### config.mk
export PLATFORM = sky130hd
export DESIGN_NAME = recovery_handler
export DESIGN_NICKNAME = d
export VERILOG_FILES = /design/src/tti_pkg.sv /design/src/tti_csr_pkg.sv /design/src/tti_fifo.sv /design/src/tti_csr_wb.sv /design/src/recovery_handler.sv
export SDC_FILE = /design/constraint.sdc
export NUM_CORES = 1
export LEC_CHECK = 0
export BUFFER_PORTS_ARGS = -buffer_cell sky130_fd_sc_hd__buf_4
export CAP_MARGIN = 10
export CELL_PAD_IN_SITES_DETAIL_PLACEMENT = 0
export CELL_PAD_IN_SITES_GLOBAL_PLACEMENT = 2
export CORE_MARGIN = 8
export CORE_UTILIZATION = 47
export DETAILED_ROUTE_END_ITERATION = 10
export GPL_ROUTABILITY_DRIVEN = 0
export PLACE_DENSITY = 0.83
export REMOVE_ABC_BUFFERS = 1
export SLEW_MARGIN = 20
export SYNTH_ARGS = -nofsm -noshare
export SYNTH_HDL_FRONTEND = slang
export SYNTH_HIERARCHICAL = 1
export SYNTH_SLANG_ARGS = --single-unit
### constraint.sdc
create_clock -name clk_i -period 8.8 [get_ports clk_i]
set_clock_uncertainty 0.05 [all_clocks]
set_input_delay 2.64 -clock clk_i [delete_from_list [all_inputs] [get_ports clk_i]]
set_output_delay 2.64 -clock clk_i [all_outputs]
set_load 0.02 [all_outputs]
### src/tti_pkg.sv
// Queue word, fill level and threshold types shared by the TTI queues and the CSR slave
`default_nettype none

package tti_pkg;

  // Width of one queue word, also the Wishbone data width
  localparam int unsigned DataWidth = 32;

  // Default number of words held by each queue
  localparam int unsigned Depth = 8;

  // RX ready threshold field width
  localparam int unsigned ThldWidth = 3;

  // One word as stored in a queue and carried on the bus
  typedef logic [DataWidth-1:0] data_t;

  // Fill level, needs to reach Depth itself
  typedef logic [$clog2(Depth + 1)-1:0] count_t;

  // Software programmed RX ready threshold
  typedef logic [ThldWidth-1:0] thld_t;

endpackage

`default_nettype wire

### src/tti_csr_pkg.sv
// Register offsets, control bit positions, status fields and Wishbone widths of the CSR slave
`default_nettype none

package tti_csr_pkg;

  // Word address width of the Wishbone slave
  localparam int unsigned AdrWidth = 3;

  // Register map, offsets 5 to 7 are unmapped
  typedef enum logic [AdrWidth-1:0] {
    CsrTxData = 3'd0,
    CsrRxData = 3'd1,
    CsrCtrl   = 3'd2,
    CsrThld   = 3'd3,
    CsrStatus = 3'd4
  } csr_adr_e;

  // Control register bits, flushes are self clearing
  localparam int unsigned CtrlRecBit     = 0;
  localparam int unsigned CtrlTxFlushBit = 1;
  localparam int unsigned CtrlRxFlushBit = 2;

  // RX ready threshold field in the threshold register
  localparam int unsigned ThldLsb = 0;

  // Status register layout
  localparam int unsigned StatRxEmptyBit = 0;
  localparam int unsigned StatRxFullBit  = 1;
  localparam int unsigned StatTxEmptyBit = 2;
  localparam int unsigned StatTxFullBit  = 3;
  localparam int unsigned StatRxCntLsb   = 8;
  localparam int unsigned StatTxCntLsb   = 16;

endpackage

`default_nettype wire

### src/tti_fifo.sv
// First-word-fall-through queue with flush and a recovery gated controller-side port
`timescale 1ns/100ps
`default_nettype none

module tti_fifo #(
  parameter int unsigned Depth      = 8,
  parameter bit          CtlOnWrite = 1'b1
) (
  input  logic            clk_i,
  input  logic            rst_i,
  input  logic            flush_i,
  // High while recovery owns the queue, cuts off the controller side
  input  logic            ctl_en_i,

  input  logic            push_i,
  input  tti_pkg::data_t  wdata_i,
  output logic            wready_o,

  input  logic            pop_i,
  output logic            rvalid_o,
  output tti_pkg::data_t  rdata_o,

  output logic            full_o,
  output logic            empty_o,
  output tti_pkg::count_t count_o
);

  localparam int unsigned PtrWidth = (Depth > 1) ? $clog2(Depth) : 1;
  localparam tti_pkg::count_t CountFull = tti_pkg::count_t'(Depth);

  tti_pkg::data_t        mem_q [Depth];
  logic [PtrWidth-1:0]   wr_ptr_q;
  logic [PtrWidth-1:0]   rd_ptr_q;
  tti_pkg::count_t       count_q;

  logic full, empty;
  logic wr_gate, rd_gate;
  logic push_ok, pop_ok;

  function automatic logic [PtrWidth-1:0] next_ptr(input logic [PtrWidth-1:0] ptr);
    if (ptr == PtrWidth'(Depth - 1)) begin
      return '0;
    end
    return ptr + 1'b1;
  endfunction

  assign full  = (count_q == CountFull);
  assign empty = (count_q == '0);

  // Only the controller-facing side is gated
  assign wr_gate = CtlOnWrite && ctl_en_i;
  assign rd_gate = !CtlOnWrite && ctl_en_i;

  assign push_ok = push_i && !full && !wr_gate;
  assign pop_ok  = pop_i && !empty && !rd_gate;

  always_ff @(posedge clk_i) begin
    if (rst_i || flush_i) begin
      wr_ptr_q <= '0;
      rd_ptr_q <= '0;
      count_q  <= '0;
    end else begin
      if (push_ok) begin
        wr_ptr_q <= next_ptr(wr_ptr_q);
      end
      if (pop_ok) begin
        rd_ptr_q <= next_ptr(rd_ptr_q);
      end
      // Simultaneous push and pop keep the level
      case ({push_ok, pop_ok})
        2'b10:   count_q <= count_q + 1'b1;
        2'b01:   count_q <= count_q - 1'b1;
        default: count_q <= count_q;
      endcase
    end
  end

  // Storage array
  always_ff @(posedge clk_i) begin
    if (push_ok) begin
      mem_q[wr_ptr_q] <= wdata_i;
    end
  end

  assign wready_o = !full && !wr_gate;
  assign rvalid_o = !empty && !rd_gate;
  assign rdata_o  = mem_q[rd_ptr_q];

  // Flags as the controller sees them
  assign full_o  = full && !ctl_en_i;
  assign empty_o = empty && !ctl_en_i;
  assign count_o = count_q;

endmodule

`default_nettype wire

### src/tti_csr_wb.sv
// Wishbone classic CSR slave with data queue access, recovery control, RX threshold and interrupt
`timescale 1ns/100ps
`default_nettype none

module tti_csr_wb #(
  parameter int unsigned Depth = 8
) (
  input  logic                              clk_i,
  input  logic                              rst_i,

  // Wishbone classic slave
  input  logic                              wb_cyc_i,
  input  logic                              wb_stb_i,
  input  logic                              wb_we_i,
  input  logic [tti_csr_pkg::AdrWidth-1:0]  wb_adr_i,
  input  tti_pkg::data_t                    wb_dat_i,
  output tti_pkg::data_t                    wb_dat_o,
  output logic                              wb_ack_o,

  // RX queue, software side
  input  tti_pkg::data_t                    rx_rdata_i,
  input  tti_pkg::count_t                   rx_count_i,
  output logic                              rx_pop_o,
  output logic                              rx_flush_o,

  // TX queue, software side
  input  tti_pkg::count_t                   tx_count_i,
  output logic                              tx_push_o,
  output tti_pkg::data_t                    tx_wdata_o,
  output logic                              tx_flush_o,

  output logic                              rec_en_o,
  output logic                              irq_o
);

  localparam tti_pkg::count_t CountFull = tti_pkg::count_t'(Depth);

  tti_csr_pkg::csr_adr_e adr;

  logic            req;
  logic            wr_stall;
  logic            ack_q;
  logic            wr_ack;
  logic            rd_ack;

  logic            rec_q;
  tti_pkg::thld_t  thld_q;

  logic            rx_empty;
  logic            rx_full;
  logic            tx_empty;
  logic            tx_full;

  tti_pkg::data_t  status_word;
  tti_pkg::data_t  ctrl_word;
  tti_pkg::data_t  thld_word;

  assign adr = tti_csr_pkg::csr_adr_e'(wb_adr_i);

  // Queue flags from the raw fill levels
  assign rx_empty = (rx_count_i == '0);
  assign rx_full  = (rx_count_i == CountFull);
  assign tx_empty = (tx_count_i == '0);
  assign tx_full  = (tx_count_i == CountFull);

  // New request only outside the ack cycle, so ack lasts one cycle
  assign req = wb_cyc_i && wb_stb_i && !ack_q;

  // TX write into a full queue waits for a controller pop
  assign wr_stall = wb_we_i && (adr == tti_csr_pkg::CsrTxData) && tx_full && !rec_q;

  always_ff @(posedge clk_i) begin
    if (rst_i) begin
      ack_q <= 1'b0;
    end else begin
      ack_q <= req && !wr_stall;
    end
  end

  assign wb_ack_o = ack_q;
  assign wr_ack   = ack_q && wb_we_i;
  assign rd_ack   = ack_q && !wb_we_i;

  // Recovery bit and RX threshold, written in the ack cycle
  always_ff @(posedge clk_i) begin
    if (rst_i) begin
      rec_q  <= 1'b0;
      thld_q <= '0;
    end else if (wr_ack) begin
      if (adr == tti_csr_pkg::CsrCtrl) begin
        rec_q <= wb_dat_i[tti_csr_pkg::CtrlRecBit];
      end
      if (adr == tti_csr_pkg::CsrThld) begin
        thld_q <= wb_dat_i[tti_csr_pkg::ThldLsb +: tti_pkg::ThldWidth];
      end
    end
  end

  assign rec_en_o = rec_q;

  // Queue side effects happen in the ack cycle
  // In recovery TX writes are dropped and RX reads leave the queue alone
  assign tx_push_o  = wr_ack && (adr == tti_csr_pkg::CsrTxData) && !rec_q;
  assign tx_wdata_o = wb_dat_i;
  assign rx_pop_o   = rd_ack && (adr == tti_csr_pkg::CsrRxData) && !rec_q;

  assign tx_flush_o = wr_ack && (adr == tti_csr_pkg::CsrCtrl)
                      && wb_dat_i[tti_csr_pkg::CtrlTxFlushBit];
  assign rx_flush_o = wr_ack && (adr == tti_csr_pkg::CsrCtrl)
                      && wb_dat_i[tti_csr_pkg::CtrlRxFlushBit];

  // Readback words
  always_comb begin
    status_word = '0;
    status_word[tti_csr_pkg::StatRxEmptyBit] = rx_empty;
    status_word[tti_csr_pkg::StatRxFullBit]  = rx_full;
    status_word[tti_csr_pkg::StatTxEmptyBit] = tx_empty;
    status_word[tti_csr_pkg::StatTxFullBit]  = tx_full;
    status_word[tti_csr_pkg::StatRxCntLsb +: $bits(tti_pkg::count_t)] = rx_count_i;
    status_word[tti_csr_pkg::StatTxCntLsb +: $bits(tti_pkg::count_t)] = tx_count_i;

    // Flush bits always read as zero
    ctrl_word = '0;
    ctrl_word[tti_csr_pkg::CtrlRecBit] = rec_q;

    thld_word = '0;
    thld_word[tti_csr_pkg::ThldLsb +: tti_pkg::ThldWidth] = thld_q;
  end

  // Read data mux, only driven during a read ack
  always_comb begin
    wb_dat_o = '0;
    if (rd_ack) begin
      case (adr)
        tti_csr_pkg::CsrRxData: begin
          if (!rec_q && !rx_empty) begin
            wb_dat_o = rx_rdata_i;
          end
        end
        tti_csr_pkg::CsrCtrl:   wb_dat_o = ctrl_word;
        tti_csr_pkg::CsrThld:   wb_dat_o = thld_word;
        tti_csr_pkg::CsrStatus: wb_dat_o = status_word;
        default:                wb_dat_o = '0;
      endcase
    end
  end

  // RX ready interrupt, disabled by a zero threshold
  assign irq_o = (thld_q != '0) && (rx_count_i >= tti_pkg::count_t'(thld_q));

endmodule

`default_nettype wire

### src/recovery_handler.sv
// Recovery queue switch top level with the Wishbone CSR slave and the RX and TX data queues
`timescale 1ns/100ps
`default_nettype none

module recovery_handler #(
  parameter int unsigned Depth = tti_pkg::Depth
) (
  input  logic                              clk_i,
  input  logic                              rst_i,

  // Software side, Wishbone classic
  input  logic                              wb_cyc_i,
  input  logic                              wb_stb_i,
  input  logic                              wb_we_i,
  input  logic [tti_csr_pkg::AdrWidth-1:0]  wb_adr_i,
  input  tti_pkg::data_t                    wb_dat_i,
  output tti_pkg::data_t                    wb_dat_o,
  output logic                              wb_ack_o,

  // Controller side, RX push
  input  logic                              ctl_rx_wvalid_i,
  output logic                              ctl_rx_wready_o,
  input  tti_pkg::data_t                    ctl_rx_wdata_i,
  output logic                              ctl_rx_full_o,

  // Controller side, TX pop
  output logic                              ctl_tx_rvalid_o,
  input  logic                              ctl_tx_rready_i,
  output tti_pkg::data_t                    ctl_tx_rdata_o,
  output logic                              ctl_tx_empty_o,

  output logic                              irq_o
);

  logic            rec_en;

  logic            rx_pop;
  logic            rx_flush;
  tti_pkg::data_t  rx_rdata;
  tti_pkg::count_t rx_count;

  logic            tx_push;
  logic            tx_flush;
  tti_pkg::data_t  tx_wdata;
  tti_pkg::count_t tx_count;

  tti_csr_wb #(
    .Depth (Depth)
  ) u_csr (
    .clk_i      (clk_i),
    .rst_i      (rst_i),
    .wb_cyc_i   (wb_cyc_i),
    .wb_stb_i   (wb_stb_i),
    .wb_we_i    (wb_we_i),
    .wb_adr_i   (wb_adr_i),
    .wb_dat_i   (wb_dat_i),
    .wb_dat_o   (wb_dat_o),
    .wb_ack_o   (wb_ack_o),
    .rx_rdata_i (rx_rdata),
    .rx_count_i (rx_count),
    .rx_pop_o   (rx_pop),
    .rx_flush_o (rx_flush),
    .tx_count_i (tx_count),
    .tx_push_o  (tx_push),
    .tx_wdata_o (tx_wdata),
    .tx_flush_o (tx_flush),
    .rec_en_o   (rec_en),
    .irq_o      (irq_o)
  );

  // Controller writes, software reads
  tti_fifo #(
    .Depth      (Depth),
    .CtlOnWrite (1'b1)
  ) u_rx_queue (
    .clk_i    (clk_i),
    .rst_i    (rst_i),
    .flush_i  (rx_flush),
    .ctl_en_i (rec_en),
    .push_i   (ctl_rx_wvalid_i),
    .wdata_i  (ctl_rx_wdata_i),
    .wready_o (ctl_rx_wready_o),
    .pop_i    (rx_pop),
    .rvalid_o (),
    .rdata_o  (rx_rdata),
    .full_o   (ctl_rx_full_o),
    .empty_o  (),
    .count_o  (rx_count)
  );

  // Software writes, controller reads
  tti_fifo #(
    .Depth      (Depth),
    .CtlOnWrite (1'b0)
  ) u_tx_queue (
    .clk_i    (clk_i),
    .rst_i    (rst_i),
    .flush_i  (tx_flush),
    .ctl_en_i (rec_en),
    .push_i   (tx_push),
    .wdata_i  (tx_wdata),
    .wready_o (),
    .pop_i    (ctl_tx_rready_i),
    .rvalid_o (ctl_tx_rvalid_o),
    .rdata_o  (ctl_tx_rdata_o),
    .full_o   (),
    .empty_o  (ctl_tx_empty_o),
    .count_o  (tx_count)
  );

endmodule

`default_nettype wire

==> reports/qor.yml <==
synth:
  avgSynthCellArea_um2: 20.7
  netlist_area_um2: 21800
  ys.warnings.count: 6
  netlist_instances: 1054
route:
  vias: 10100
  via_per_inst: 5.52
  drt_pre_antenna_iters: 5
  routed_wl_um: 41400
  wl_per_cell_um: 22.5
  drc_errors: 0
  drt_iter0_drc: 648
  antenna_left: 0
timing:
  timing.fmax_mhz: 135
  grt_setup_unrepaired: "no"
  timing.hold.ws_ps: 434
  hold_violations: 0
  tightest_slew_ps: 914
  period_needed_ps: 7430
  slew_viol_final: 0
  setup_viol: 0
  max-slew-margin-rel_pct: 38.8
  fin_crit_sh_pct: 84.4
  tns_ps: 0
setup_path:
  cp_max_fo: 20
  r2r_end: "u_rx_queue/count_o[2]"
  worstSetupStartpoint: "wb_adr_i[1]"
  worst_setup_path_end_kind: "primary output"
  cp.arrival_ps: 4740
  critPathCapture: "wb_dat_o[4]"
  worstPathRequired_ps: 6110
  critical_path_depth: 6
  r2r_setup_slack_ps: 5710
  cp_slowest_cell: "and2b_1"
  ff2ff_path_depth: 11
  path_delay_family: "simple AND/OR/NAND/NOR gates"
  timing.rr.start: "u_csr/rec_en_o"
  critPathMaxStageDelay_ps: 650
  path_cells: "buf_4, or4b_1, nor3b_2, and2b_1, and2_1, buf_4"
  start_kind: "primary input"
  path_buf_inv: 2
  critical_path.most_common_cell: "buf_4"
  crit_type: "in -> out"
floorplan:
  die_w_um: 231
  die-area_um2: 53600
  die_y_um: 231
  io_pins: 144
  num_rows: 79
  coreArea_um2: 46200
  start_util_pct: 47.3
global_routing:
  grt_max_degree: 65
  antenna_found_initial: 2
  grt.total_usage_pct: 15.5
  grt_pass1_wl_um: 63600
  overflow: 0
  grt_pass1_vias: 10700
placed_design:
  hpwl_um: 23300
  dp.cells: 1746
  port_buffers: 143
  place_area_um2: 23400
power:
  p_leak_nw: 8.13
  finalPower_mw: 5.07
  peakVddDrop_v: 0.000155
  power_density_nw_per_um2: 203
finish:
  final_nets: 1283
  instances_no_fill: 1836
  drive_gt1_share_pct: 34.4
  final_area_um2: 25000
  area_growth_pct: 14.6
clocking:
  cts_root_buf: "clkbuf_16"
  cts_buffers: 52
  clock-sinks: 543
  insertion_delay_ps: 580
  cts_tree: "built"
  cts_resized: 0
  clk_pin_slew_worst_paths_ps: 60
  hold_buffers: 0
  h-tree-depth: 2
  postCtsSetupRepairBufs: 0
  clockBufferDepth: 3
outcome:
  status: "completed"
worst_hold_path:
  hp-class: "reg -> reg"
run:
  drv_cap: 0
flip-flops by register name (all words and copies together), names as in the netlist, named ones only:
signal,count
u_rx_queue/mem_q,256
u_tx_queue/wr_ptr_q,3
u_tx_queue/rd_ptr_q,3
u_csr/wb_ack_o,1
u_csr/thld_q,3
u_csr/rec_en_o,1
u_rx_queue/rd_ptr_q,3
u_tx_queue/count_o,4
u_tx_queue/mem_q,256
u_rx_queue/count_o,4
u_rx_queue/wr_ptr_q,3
how the worst min path moves through the flow:
stage	from	to	slack (ps)	depth (start not counted)
2_1_floorplan	u_rx_queue/rd_ptr_q[1]	register	410	2
3_3_place_gp	u_rx_queue/rd_ptr_q[1]	u_rx_queue/rd_ptr_q[1]	420	2
3_5_place_dp	u_rx_queue/rd_ptr_q[1]	register	420	2
4_1_cts	u_rx_queue/rd_ptr_q[1]	u_rx_queue/rd_ptr_q[1]	440	2
5_1_grt	u_rx_queue/rd_ptr_q[1]	u_rx_queue/rd_ptr_q[1]	460	2
6_report	u_rx_queue/rd_ptr_q[1]	register	430	2
layout make-up:
type / count / area (um^2)
diodes: 1 / 2.50
clock buffers: 63 / 1370
clock inverters: 26 / 204
fillers: 3523 / 21200
inverters: 8 / 32.5
multi-input cells: 422 / 5370
flip-flops and latches: 543 / 16000
well taps: 607 / 759
repair buffers: 166 / 1250
worst reg2reg max path, cell delays in order, from the launching register on:
cell      delay, ps
dfxtp_1         440
or4b_1          620
nor3b_2         370
nand2_4         130
inv_4           100
ha_1            270
xor2_1          170
ha_1            180
nand2b_1        120
o21ai_0          70
a211oi_1        310
mux2i_1         210
placed cells by master (no fill, tap or decap), drive strengths merged, types with 6 or more instances in the layout:
| master | count |
|---|---|
| a22oi | 8 |
| nand2b | 8 |
| mux4 | 128 |
| and2 | 24 |
| or3 | 6 |
| edfxtp | 512 |
| nor3b | 6 |
| mux2 | 64 |
| inv | 9 |
| dfxtp | 31 |
| a21oi | 17 |
| ha | 16 |
| nor4 | 7 |
| nor3 | 13 |
| nand2 | 25 |
| o21ai | 9 |
| mux2i | 9 |
| clkbuf | 63 |
| buf | 166 |
| clkinv | 21 |
| nor2 | 38 |
metal layers:
| layer | vias to the layer above | global-route usage [%] | share of wire, % |
|---|---|---|---|
| met5 | - | 0 | 0.053 |
| met4 | 4 | 4.30 | 1.8 |
| met3 | 53 | 3.64 | 6.0 |
| met2 | 225 | 26.5 | 50 |
| met1 | 5265 | 19.6 | 42 |
| li1 | 4596 | - | - |
through the flow:
stage / utilization (%) / setup slack (ps)
finish: 54.1 / 1370
global route: 54.1 / 1210
CTS: 54.1 / 1300
detailed placement: 50.7 / 1310
global placement: 50.7 / 1360
floorplan: - / 1700
where the power goes:
part | switching, mW | leakage (nW) | internal (mW)
registers | 0.0122 | 4.88 | 2.85
logic | 0.0772 | 2.48 | 0.0602
clock network | 0.879 | 0.772 | 1.19
Note: power is estimated with default switching activity, not from simulation.
